File: config.mk
export PLATFORM = sky130hd
export DESIGN_NAME = lsab_queue_ctrl
export DESIGN_NICKNAME = d
export VERILOG_FILES = /design/src/rtl/lsab_pkg.sv /design/src/rtl/lsab_queue_ctrl.sv
export SDC_FILE = /design/constraint.sdc
export NUM_CORES = 1
export LEC_CHECK = 0
export ABC_CLOCK_PERIOD_IN_PS = 3610
export BUFFER_PORTS_ARGS = -buffer_cell sky130_fd_sc_hd__buf_2
export CORE_ASPECT_RATIO = 1.1
export CORE_UTILIZATION = 40
export CTS_BUF_LIST = sky130_fd_sc_hd__clkbuf_4 sky130_fd_sc_hd__clkbuf_8 sky130_fd_sc_hd__clkbuf_16
export DETAILED_ROUTE_END_ITERATION = 8
export GPL_ROUTABILITY_DRIVEN = 0
export PLACE_DENSITY = 0.67
export RECOVER_POWER = 50
export SLEW_MARGIN = 20
export SYNTH_ARGS = -nofsm -noshare
export SYNTH_HDL_FRONTEND = slang
export SYNTH_SLANG_ARGS = --single-unit
export TNS_END_PERCENT = 1
File: constraint.sdc
create_clock -name CLK -period 3.61 [get_ports CLK]
set_clock_uncertainty 0.1 [all_clocks]
set_input_delay 0.9025 -clock CLK [delete_from_list [all_inputs] [get_ports CLK]]
set_output_delay 0.9025 -clock CLK [all_outputs]
set_load 0.005 [all_outputs]
File: src/rtl/lsab_pkg.sv
package lsab_pkg;

  // selector width fixes the queue count
  localparam int NUM_QUEUES = 4;
  localparam int RAM_ADDR_W = 8;
  localparam int DATA_W     = 32;
  localparam int ANCILL_W   = 3;

  typedef enum logic [1:0] {
    QUEUE_0 = 2'd0,
    QUEUE_1 = 2'd1,
    QUEUE_2 = 2'd2,
    QUEUE_3 = 2'd3
  } lsab_queue_e;

  // one incoming word from the producer
  typedef struct packed {
    logic                marker; // tag word for a consumer stop
    logic [ANCILL_W-1:0] ancill;
    logic [DATA_W-1:0]   data;
  } lsab_push_t;

  // per-queue outputs
  typedef struct packed {
    logic                empty;
    logic                stop;
    logic                int_out;
    logic [ANCILL_W-1:0] ancill;
  } lsab_status_t;

endpackage

File: src/rtl/lsab_queue_ctrl.sv
`timescale 1ns/1ns

module lsab_queue_ctrl #(
  parameter int                  PTR_W           = 6,
  parameter int                  MARK_SLOTS_LOG2 = 2,
  parameter lsab_pkg::lsab_queue_e QUEUE_ID      = lsab_pkg::QUEUE_0
) (
  input  logic                   CLK,
  input  logic                   RST,
  input  logic                   write,
  input  lsab_pkg::lsab_queue_e  write_queue,
  input  lsab_pkg::lsab_push_t   push,
  input  logic                   read,
  input  lsab_pkg::lsab_queue_e  read_queue,
  input  logic                   careof_int,
  output logic                   do_write,
  output logic                   do_read,
  output logic [PTR_W-1:0]       wptr,
  output logic [PTR_W-1:0]       rptr,
  output lsab_pkg::lsab_status_t status
);

  localparam int MARK_SLOTS = 1 << MARK_SLOTS_LOG2;

  logic [PTR_W-1:0] len;
  logic [PTR_W-1:0] len_next;
  logic             full;
  logic             full_next;
  logic             empty_q;
  logic             empty_next;
  logic             stop_q;
  logic             int_q;
  logic [lsab_pkg::ANCILL_W-1:0] anc_q;

  // marker buffer, one slot always left free
  logic [PTR_W-1:0]              mark_pos [MARK_SLOTS];
  logic [lsab_pkg::ANCILL_W-1:0] mark_anc [MARK_SLOTS];
  logic [MARK_SLOTS_LOG2-1:0]    mark_raddr;
  logic [MARK_SLOTS_LOG2-1:0]    mark_waddr;
  logic [MARK_SLOTS_LOG2-1:0]    mark_waddr_inc;
  logic                          mark_empty;
  logic                          mark_full;
  logic                          mark_push;
  logic                          mark_hit;

  assign do_write = write && (write_queue == QUEUE_ID) && !full;
  assign do_read  = read && (read_queue == QUEUE_ID) && !stop_q;

  always_comb begin
    case ({do_read, do_write})
      2'b10:   len_next = len - 1'b1;
      2'b01:   len_next = len + 1'b1;
      default: len_next = len; // idle or read+write
    endcase
  end

  assign empty_next = (len_next == '0);
  assign full_next  = &len_next; // 63 words

  assign mark_waddr_inc = mark_waddr + 1'b1;
  assign mark_empty     = (mark_raddr == mark_waddr);
  assign mark_full      = (mark_waddr_inc == mark_raddr);
  assign mark_push      = do_write && push.marker && !mark_full;

  // read pointer reaching the oldest pending marker
  assign mark_hit = do_read && !mark_empty && (rptr == mark_pos[mark_raddr]);

  always_ff @(posedge CLK) begin
    if (!RST) begin
      len     <= '0;
      full    <= 1'b0;
      empty_q <= 1'b1;
      stop_q  <= 1'b1;
      int_q   <= 1'b0;
      anc_q   <= '0;
      wptr    <= '0;
      rptr    <= '0;
    end else begin
      len     <= len_next;
      full    <= full_next;
      empty_q <= empty_next;
      stop_q  <= empty_next || mark_hit; // one-cycle stop on marker
      int_q   <= mark_hit && careof_int;
      anc_q   <= mark_anc[mark_raddr];
      if (do_write) begin
        wptr <= wptr + 1'b1;
      end
      if (do_read) begin
        rptr <= rptr + 1'b1;
      end
    end
  end

  always_ff @(posedge CLK) begin
    if (!RST) begin
      mark_raddr <= '0;
      mark_waddr <= '0;
      for (int i = 0; i < MARK_SLOTS; i++) begin
        mark_anc[i] <= '0;
      end
    end else begin
      if (mark_hit) begin
        mark_raddr <= mark_raddr + 1'b1;
      end
      if (mark_push) begin
        mark_anc[mark_waddr] <= push.ancill;
        mark_waddr           <= mark_waddr_inc;
      end
    end
  end

  // position of each marked word in the queue region
  always_ff @(posedge CLK) begin
    if (mark_push) begin
      mark_pos[mark_waddr] <= wptr;
    end
  end

  assign status = '{
    empty:   empty_q,
    stop:    stop_q,
    int_out: int_q,
    ancill:  anc_q
  };

endmodule

==> results.md <==
* Die Height at 93.42 um
* Post-DP HPWL at about 3900 um
* CP Max Fanout at 6
* CTS Sinks at 67
* Resize count post-CTS at 0
* CP Capture Type: flop
* Dominant cell type by area after synthesis: edfxtp_1
* Syn nets at 305
* Status: finished clean
* Drc violations at 0
* Final critical-path required period at 3.130 ns
* RSZ-0062 raised after global routing: false
* Syn avg cell area at 12.25 um2
* First-pass GRT wire length at 8852 um
* Final-report max-slew violation count at 0
* Synthesis Warnings at 0
* Starting Density at a little over two fifths
* Initial antenna violation count at 0
* Layout cells sized above 1 at 17.67%
* Io pins at 65
* Cell Pwr Density at 446.5 nW/um2
* Max-capacitance violation count at 0
* P_leak at 1.306 nW
* Worst Max-Slew Pin Slew at 0.5759 ns
* Hold Fails Final Rpt at 0
* Worst hold path class: flop to flop
* Postcts setup bufs at 0
* Post-layout net count at 336
* Routed WL at approximately 5400 um
* Hold_buf cts at 0
* Crit Path Class: input pin to flop
* Wire per inst at 14.66 um
* H-tree depth at 3
* Clock transition at path regs at approximately 0.070 ns
* Number of synthesized flops with an enable pin at 36
* Die ar. at 7951 um2
* Core region area at around 7000 um2
* Setup tns final at 0 ns
* CP Launch Type: input pin
* Total congestion overflow at 0
* DR pass1 iterations at 4
* Required @ worst endpoint at approximately 3.8 ns
* Synth area leaders: edfxtp_1 36%, dfxtp_1 20%, ha_1 4.5%, and2_1 4.3%, xnor2_1 3.7%
* Library cells used by synthesis at 37
* DRT iter0 DRCs at 70
* Fin crit share at a little under 90%
* Ant diodes at 0
* Buffers added on ports at 32
* Total global-route track usage at 15.08%
* CTS tree: yes
* Seq cells post-synth at 67
* Clk_lat worst skew at 0.34 ns
* PnR worst setup slack at about 0.48 ns
* Num CTS Buffers at 9
* F_max at roughly 320 MHz
* Top cells by count, synth: 36 x edfxtp_1, 31 x dfxtp_1, 21 x and2_1
* CTS max path bufs at 2
* Antenna violation net count after detailed routing at 0
* Vias at 1857
* Die W at 85.11 um
* Largest net degree at the start of global routing at 38
* Vias in the first global route at 1814
* Ys flop type: edfxtp_1
* Sequential element share of the synthesized area at 55.99%
* Ys async rst share at 0%
* Top-count cell post-synth: edfxtp_1
* Worst hold slack at 0.4383 ns
* Setup violators final at 0
* Area share of the largest cell type after synthesis at 35.57%
* Worst EP arrival at 3.28 ns
* # rows at 32
* VDD IR-drop max at 0.1600 mV
* Slew margin rel. at 61.28%
* Area delta synth->final at 11.49%
* Pre-CTS setup slack at 0.1205 ns
* Cell area after synthesis at 3039 um2
* DR vias/cell at approximately 5.0
* Cells after Synth at 248
* CTS root buffer: clkbuf_8
[layout by cell type, fill, tap and decap left out, types with 2 or more instances in the layout]
cell	instances
nor2b_1	3
a21oi_1	4
dfxtp_1	31
and2_1	15
clkbuf_8	9
o21ai_0	8
mux4_2	5
or3_1	2
xnor2_1	13
a31oi_1	2
ha_1	11
nand2b_1	3
inv_1	9
a21boi_0	3
nor3_1	6
and2_0	6
nor2_1	11
edfxtp_1	36
nand4_1	6
clkbuf_4	5
buf_2	27
nand2_1	15
mux4_1	2
xor2_1	13
o31ai_1	3
mux2i_1	5
and3_1	5
nand3_1	4
a21o_1	3
clkbuf_1	8
[metal layers]
metal | track usage [%] | up-vias | share of wire (%)
met3 | 3.530 | 10 | 4.0
li1 | - | 936 | -
met1 | 18.55 | 880 | 46
met2 | 24.40 | 31 | 48
met5 | 0 | - | 0
met4 | 8.475 | 0 | 1.9
[state kept, by name, summed over array words and instances (netlist names), named ones only]
signal	cells
mark_pos	24
mark_anc	12
len	6
rptr	6
wptr	6
anc_q	3
mark_raddr	2
mark_waddr	2
empty_q	1
full	1
int_q	1
stop_q	1
[metrics by stage]
step,power [mW],std cells,cell area (um2),utilization [%]
5_1_grt,1.576,368,3388,47.28
3_5_place_dp,0.9930,353,3251,45.36
4_1_cts,1.534,368,3417,47.68
3_3_place_gp,0.9891,353,3251,45.36
2_1_floorplan,0.9582,248,3039,-
6_report,1.513,368,3388,47.28
[power by group]
group	total, mW	switching [mW]	internal, mW
Combinational	0.132	0.0709	0.0608
Sequential	0.840	0.0168	0.824
Clock	0.541	0.257	0.283
[final timing paths]
kind                               startpoint              to  slack (ns)  depth (start not counted)
worst min-delay path                  wptr[5]  mark_pos[2][5]        0.44                          0
worst max-delay path            read_queue[1]          stop_q        0.48                         12
worst max register to register         stop_q          stop_q        0.87                         11
worst min register to register        wptr[5]  mark_pos[2][5]        0.44                          0
[kinds of logic (layout without fill, tap and decap cells)]
kind of cell               count (synthesis)  after routing  synth area share (%)
buffers and inverters                     24             59                 3.664
AOI/OAI and AO/OA                         27             27                 5.805
DFF                                       67             67                 55.99
xor gates and xnor gates                  26             26                 7.493
and+or+nand+nor                           79             79                 14.41
adders and majority gates                 12             12                 5.187
muxes                                     13             13                 7.452
[worst max-delay path: stages]
cell and delay, ns:
buf_2 0.10, nor4b_2 0.30, inv_1 0.12, ha_1 0.23, inv_1 0.18, ha_1 0.31
a21o_1 0.19, a21oi_1 0.18, a211oi_1 0.10, a31oi_1 0.26, o21ai_0 0.17, o31ai_1 0.24
[cell type report]
| cell class | count | area, um2 |
|---|---|---|
| sequential | 67 | 1702 |
| timing repair buffer | 35 | 165.2 |
| fill | 662 | 3779 |
| clock inverter | 1 | 5.005 |
| tap | 85 | 106.4 |
| multi-input combinational | 157 | 1215 |
| inverter | 9 | 33.78 |
| clock buffer | 14 | 161.4 |
Power figures use the tool's default switching activity.
