**src/rtl/lsab_pkg.sv**
```systemverilog
package lsab_pkg;

  // selector width fixes the queue count
  localparam int NUM_QUEUES = 4;
  localparam int RAM_ADDR_W = 8;
  localparam int DATA_W     = 32;
  localparam int ANCILL_W   = 3;

  typedef enum logic [1:0] {
    QUEUE_0 = 2'd0,
    QUEUE_1 = 2'd1,
    QUEUE_2 = 2'd2,
    QUEUE_3 = 2'd3
  } lsab_queue_e;

  // one incoming word from the producer
  typedef struct packed {
    logic                marker; // tag word for a consumer stop
    logic [ANCILL_W-1:0] ancill;
    logic [DATA_W-1:0]   data;
  } lsab_push_t;

  // per-queue outputs
  typedef struct packed {
    logic                empty;
    logic                stop;
    logic                int_out;
    logic [ANCILL_W-1:0] ancill;
  } lsab_status_t;

endpackage

```
**src/rtl/lsab_port_mux.sv**
```systemverilog
`timescale 1ns/1ns

module lsab_port_mux #(
  parameter int PTR_W = 6
) (
  input  logic                                       CLK,
  input  logic                                       RST,
  input  lsab_pkg::lsab_queue_e                      write_queue,
  input  lsab_pkg::lsab_queue_e                      read_queue,
  input  logic [lsab_pkg::NUM_QUEUES-1:0]            do_write,
  input  logic [lsab_pkg::NUM_QUEUES-1:0]            do_read,
  input  logic [lsab_pkg::NUM_QUEUES-1:0][PTR_W-1:0] wptr,
  input  logic [lsab_pkg::NUM_QUEUES-1:0][PTR_W-1:0] rptr,
  input  logic [lsab_pkg::DATA_W-1:0]                wdata,
  output logic                                       ram_we,
  output logic [PTR_W+1:0]                           ram_waddr,
  output logic [lsab_pkg::DATA_W-1:0]                ram_wdata,
  output logic                                       ram_re,
  output logic [PTR_W+1:0]                           ram_raddr,
  input  logic [lsab_pkg::DATA_W-1:0]                ram_rdata,
  output logic [lsab_pkg::DATA_W-1:0]                rd_data
);

  logic re_prev;

  // queue number selects the 64-word region
  always_comb begin
    ram_we    = do_write[write_queue];
    ram_waddr = '0;
    ram_wdata = '0;
    if (ram_we) begin
      ram_waddr = {write_queue, wptr[write_queue]};
      ram_wdata = wdata;
    end
  end

  always_comb begin
    ram_re    = do_read[read_queue];
    ram_raddr = '0;
    if (ram_re) begin
      ram_raddr = {read_queue, rptr[read_queue]};
    end
  end

  always_ff @(posedge CLK) begin
    if (!RST) begin
      re_prev <= 1'b0;
      rd_data <= '0;
    end else begin
      re_prev <= ram_re;
      if (re_prev) begin
        rd_data <= ram_rdata; // held until next accepted read
      end
    end
  end

endmodule

```
**config.mk**
```make
export PLATFORM = sky130hd
export DESIGN_NAME = lsab_port_mux
export DESIGN_NICKNAME = d
export VERILOG_FILES = /design/src/rtl/lsab_pkg.sv /design/src/rtl/lsab_port_mux.sv
export SDC_FILE = /design/constraint.sdc
export NUM_CORES = 1
export LEC_CHECK = 0
export ABC_AREA = 0
export BUFFER_PORTS_ARGS = -buffer_cell sky130_fd_sc_hd__buf_2
export CAP_MARGIN = 20
export CORE_AREA = 2 2 81 83
export DETAILED_ROUTE_END_ITERATION = 7
export DIE_AREA = 0 0 83 85
export HOLD_SLACK_MARGIN = 0.05
export PLACE_DENSITY = 0.75
export SLEW_MARGIN = 20
export SYNTH_ARGS = -nofsm -noshare
export SYNTH_HDL_FRONTEND = slang
export SYNTH_SLANG_ARGS = --single-unit
```
**constraint.sdc**
```tcl
create_clock -name CLK -period 2.17 [get_ports CLK]
set_clock_uncertainty 0.2 [all_clocks]
set_input_delay 0 -clock CLK [delete_from_list [all_inputs] [get_ports CLK]]
set_output_delay 0 -clock CLK [all_outputs]
set_load 0.05 [all_outputs]
```
==> run_results.csv, run 1 <==
group,metric,value,unit
run,drv_cap,0,
floorplan,ios,208,
pwr,irDropWorstVdd,0.425,mV
sta,slew_headroom,0.577,
final_layout,drive_gt1_frac,0.567,
global_routing,grt_overflow_total,0,
route,postRouteAntennaNets,0,
synthesis,synth-compound-area-share,0,
clock_network,cts-root-buf,"clkbuf_8",
floorplan,num_rows,29,
route,first_pass_iters,4,
setup_path,crit_type,"flip-flop to flip-flop",
global_routing,antenna_found_initial,1,
global_routing,grtUsageTotal,0.202,
route,wl,7100,µm
route,drtIter0Drc,39,
clock_network,cts_tree,"done",
synthesis,synth_nets,303,
clock_network,postCtsSetupBuffers,0,
pwr,power.leakage,0.00203,µW
global_routing,grt_pass1_vias,2406,
min_path,hold_path_class,"input port to flip-flop",
floorplan,die-area,7060,µm²
synthesis,ys_warn_count,0,
status,status,"finished clean",
global_routing,grt_max_degree,41,
pwr,sequentialPowerShare,0.313,
route,drcViolationCount,0,
synthesis,synthMuxAreaShare,0.337,
pwr,combPwrFrac,0.475,
sta,tns,0,ps
synthesis,synth.avg_cell_area,11.4,µm²
route,vias,2289,
pwr,p_sw,856,µW
place,post-place-ws,397,ps
synthesis,synthXorXnorAreaFrac,0,
pwr,p_int,1260,µW
sta,rsz0062_at_grt,"no",
final_layout,layout_commonest_cell,"buf_2",
floorplan,design.core.area,6200,µm²
clock_network,htree_levels,2,
sta,hold_viol,0,
final_layout,finalNonFillerCells,520,
setup_path,required,2130,ps
place,place_inst,447,
sta,fin_ws,304,ps
final_layout,final_area,3800,µm²
route,avgRoutedWirePerCell,13.7,µm
setup_path,arrival,1830,ps
route,drt-vias-per-instance,4.40,
pwr,p_per_area,557,nW/µm²
synthesis,synth_top_family_by_area,"multiplexers",
synthesis,ys_types,11,
synthesis,synth_seq_cells,33,
synthesis,synth_adder_area_share,0,
final_layout,layout.nets,568,
clock_network,clock-sinks,33,
setup_path,crit_path_end_kind,"flip-flop",
clock_network,path_clk_slew,70,ps
clock_network,clock_latency,280,ps
pwr,swShare,0.405,
final_layout,n_antenna_cell,0,
synthesis,netlist_area,2010,µm²
place,port_buffers,207,
sta,setup_viol,0,
sta,finalMaxSlewViolations,0,
place,postPlaceCellArea,3060,µm²
place,gp_congestion,0.827,
pwr,clock_power_share,0.212,
setup_path,crit_fanout,30,
sta,timing.fmax,536,MHz
synthesis,postSynthCellCount,177,
floorplan,initial_core_util,0.324,
floorplan,fp.dieH,85,µm
clock_network,cts_inserted_buffers,5,
sta,holdWs,65.2,ps
synthesis,yosys.area_share.simple,0.285,
final_layout,syn2layout_area_growth,89.2,%
sta,post-route-min-period,1870,ps
final_layout,final_cell_mix,"buf_2 (207), dlygate4sd3_1 (65), mux2i_1 (34), nor2b_1 (34), dfxtp_1 (32)",
sta,worst_pin_slew,634,ps
setup_path,startpoint_type,"flip-flop",
global_routing,grt_pass1_wl,11500,µm
floorplan,die-width,83,µm
clock_network,clockBufferDepth,2,
sta,fin_crit_sh,0.860,
synthesis,ys_seq_area_frac,0.329,
place,hpwl,4930,µm
-- layer usage --
metal | GRT usage | wire length (µm)
met4 | 0.0477 | 89
met2 | 0.375 | 3690
met3 | 0.0399 | 413
met5 | 0 | 13
met1 | 0.241 | 2890
-- sequential cells by signal (all words and copies together) (netlist names) --
| signal | cells |
|---|---|
| re_prev | 1 |
| rd_data | 32 |
-- area by class of cell --
class | count | area (µm²)
Clock buffer | 5 | 68.8
Timing Repair Buffer | 273 | 1710
Clock inverter | 3 | 17.5
Fill cell | 515 | 2400
Tap cell | 77 | 96.3
Sequential cell | 33 | 662
Multi-Input combinational cell | 129 | 1250
-- timing repair --
action,in CTS,in global routing
resized for setup,0,0
endpoints found under the hold margin,33,0
hold buffers,65,0
-- through the flow --
stage | total power (µW) | util
after floorplan | 1350 | -
after global placement | 1570 | 0.494
after detailed placement | 1580 | 0.494
after CTS | 2130 | 0.613
after global routing | 2220 | 0.613
final | 2120 | 0.613
-- worst max-delay path: stages, from the launching register on --
cell	delay (ps)
dfxtp_2	400
buf_12	240
mux2i_1	260
nor2b_1	70
dlygate4sd3_1	570
-- synth_stat cells --
library cell,count,share of area
mux2i_1,34,0.17
nor2b_1,34,0.11
dfxtp_1,33,0.33
and2_4,26,0.11
and2_1,21,0.065
mux4_2,8,0.090
mux4_1,6,0.078
buf_6,5,0.028
clkbuf_1,5,0.0093
buf_2,4,0.010
buf_1,1,0.0019
-- power groups by stage --
stage	combinational, µW	sequential (µW)	clock (µW)
4_1_cts	1000	661	463
6_report	1010	663	448
3_3_place_gp	896	674	0
5_1_grt	1060	667	493
2_1_floorplan	556	795	0
3_5_place_dp	907	675	0
-- cells by family (layout without fill, tap and decap cells) --
family / count (synthesis) / after routing
AND/OR/NAND/NOR: 81 / 81
multiplexers: 48 / 48
buffers and inverters: 15 / 281
flip-flops: 33 / 33
-- worst paths after layout --
kind / end / startpoint / depth (start not counted) / slack, ps
setup / recovery: rd_data[27] / re_prev / 4 / 300
hold / removal: re_prev / do_read[0] / 3 / 70
setup reg to reg: rd_data[27] / re_prev / 4 / 300
hold reg to reg: rd_data[3] / rd_data[3] / 3 / 850
No activity file was read; power rests on OpenSTA's default activity.
==> run 2, diff against run 1 <==
--- a/config.mk
+++ b/config.mk
@@ -8,11 +8,12 @@
 export ABC_AREA = 0
 export BUFFER_PORTS_ARGS = -buffer_cell sky130_fd_sc_hd__buf_2
 export CAP_MARGIN = 20
-export CORE_AREA = 2 2 81 83
+export CORE_AREA = 2 2 80 82
+export CTS_BUF_LIST = sky130_fd_sc_hd__clkbuf_4 sky130_fd_sc_hd__clkbuf_8
 export DETAILED_ROUTE_END_ITERATION = 7
-export DIE_AREA = 0 0 83 85
+export DIE_AREA = 0 0 82 84
 export HOLD_SLACK_MARGIN = 0.05
-export PLACE_DENSITY = 0.75
+export PLACE_DENSITY = 0.77
 export SLEW_MARGIN = 20
 export SYNTH_ARGS = -nofsm -noshare
 export SYNTH_HDL_FRONTEND = slang
==> run 2 against run 1 <==
  * Combinational power about the same
  * Flip-flop and latch count stayed put
  * Count of clock-buffer cells in the layout is 2 higher
  * Clock power rose by 32%
  * Global-route usage down 0.47 points
  * Register-to-register slack got worse by 150 ps
  * Final area grew 0.56%
  * Via count is essentially flat
  * Worst hold slack better by 6.1 ps
  * Sequential share of layout area fell by 0.097 points
  * Setup slack worse by 150 ps
  * Largest cell class unchanged
  * Largest power group unchanged
==> run_results.csv, run 2 (synthesis gave the netlist of run 1 again) <==
group,metric,value,unit
status,status,"finished clean",
clock_network,cts-root-buf,"clkbuf_8",
route,drt-vias-per-instance,4.41,
final_layout,fillerInstances,492,
sta,worst_pin_slew,658,ps
sta,fin_ws,158,ps
pwr,swShare,0.370,
final_layout,final_cell_mix,"buf_2 (207), dlygate4sd3_1 (65), mux2i_1 (34), nor2b_1 (34), dfxtp_1 (32)",
setup_path,startpoint_type,"flip-flop",
setup_path,startpoint,"re_prev",
place,gp_congestion,0.846,
sta,tns,0,ps
place,post-place-ws,417,ps
place,port_buffers,207,
setup_path,r2r-start,"re_prev",
route,avgRoutedWirePerCell,13.5,µm
min_path,min_from,"do_read[0]",
floorplan,ios,208,
clock_network,htree_levels,2,
pwr,clock_power_share,0.262,
route,wl,7010,µm
sta,timing.fmax,497,MHz
clock_network,clockBufferDepth,2,
final_layout,drive_gt1_frac,0.567,
sta,setup_viol,0,
final_layout,layout_commonest_cell,"buf_2",
pwr,sequentialPowerShare,0.293,
final_layout,syn2layout_area_growth,90.2,%
clock_network,path_clk_slew,70,ps
setup_path,crit_type,"flip-flop to flip-flop",
floorplan,fp.dieH,84,µm
route,first_pass_iters,4,
clock_network,clock_latency,270,ps
setup_path,crit_fanout,32,
pwr,p_int,1420,µW
global_routing,grt_overflow_total,0,
floorplan,num_rows,29,
sta,post-route-min-period,2010,ps
final_layout,largest_register_ffs,32,
setup_path,arrival,1960,ps
run,drv_cap,0,
place,hpwl,4850,µm
floorplan,initial_core_util,0.330,
sta,rsz0062_at_grt,"no",
clock_network,clock-sinks,33,
route,drtIter0Drc,64,
floorplan,die-width,82,µm
route,postRouteAntennaNets,0,
global_routing,grt_max_degree,41,
clock_network,cts_tree,"done",
pwr,power.leakage,0.00204,µW
setup_path,crit_path_end_kind,"flip-flop",
global_routing,grtUsageTotal,0.197,
sta,slew_headroom,0.561,
sta,hold_viol,0,
sta,finalMaxSlewViolations,0,
pwr,p_per_area,590,nW/µm²
final_layout,regMostFlops,"rd_data",
sta,fin_crit_sh,0.927,
route,vias,2291,
route,drcViolationCount,0,
floorplan,design.core.area,6100,µm²
setup_path,required,2120,ps
pwr,combPwrFrac,0.445,
final_layout,n_antenna_cell,0,
final_layout,layout.nets,568,
pwr,irDropWorstVdd,0.395,mV
pwr,p_sw,834,µW
global_routing,antenna_found_initial,0,
global_routing,grt_pass1_wl,10700,µm
floorplan,die-area,6890,µm²
clock_network,cts_inserted_buffers,5,
final_layout,reg_top3,"rd_data x32, re_prev x1",
min_path,hold_path_class,"input port to flip-flop",
global_routing,grt_pass1_vias,2329,
[run 2: area by class of cell]
class,count,area [µm²],share of cell area
timing repair buffer,273,1690,0.443
multi-input combinational,129,1250,0.327
sequential,33,662,0.173
tap,77,96.3,0.0252
clock buffer,7,90.1,0.0236
clock inverter,1,30.0,0.00786
[run 2: path summary, 6_finish.rpt]
kind                            slack [ps]           to  cells after the start
worst max-delay path                   160   rd_data[3]                      4
worst min-delay path                    70      re_prev                      3
worst max register to register         160   rd_data[3]                      4
worst min register to register         850  rd_data[18]                      3
[run 2: timing repair]
item,CTS,global route
hold buffers,65,0
setup buffers,0,0
gates resized for setup,0,0
hold endpoints to repair,33,0
[run 2: power groups by stage]
stage	registers (µW)	clock network [µW]	logic, µW
2_1_floorplan	795	0	556
3_3_place_gp	671	0	892
3_5_place_dp	673	0	903
4_1_cts	659	600	998
5_1_grt	664	635	1060
6_report	661	591	1010
[run 2: metal layers]
layer	GRT usage	routed length [µm]
met5	0	0
met2	0.374	3750
met4	0.0606	131
met1	0.218	2720
met3	0.0303	401
[run 2: worst max-delay path: stages (launching register included)]
cell and delay [ps]:
dfxtp_2 310, buf_4 430, mux2i_1 280, nor2b_1 80
dlygate4sd3_1 560
[run 2: through the flow]
step	total power (µW)	instances	hold WS, ps	utilization	area (µm²)
after floorplan	1350	177	-71.8	-	2010
after global placement	1560	447	57.1	0.501	3050
after detailed placement	1580	447	65.8	0.501	3050
after CTS	2260	520	62.6	0.627	3820
after global routing	2360	520	93.2	0.627	3820
final	2260	520	71.3	0.627	3820
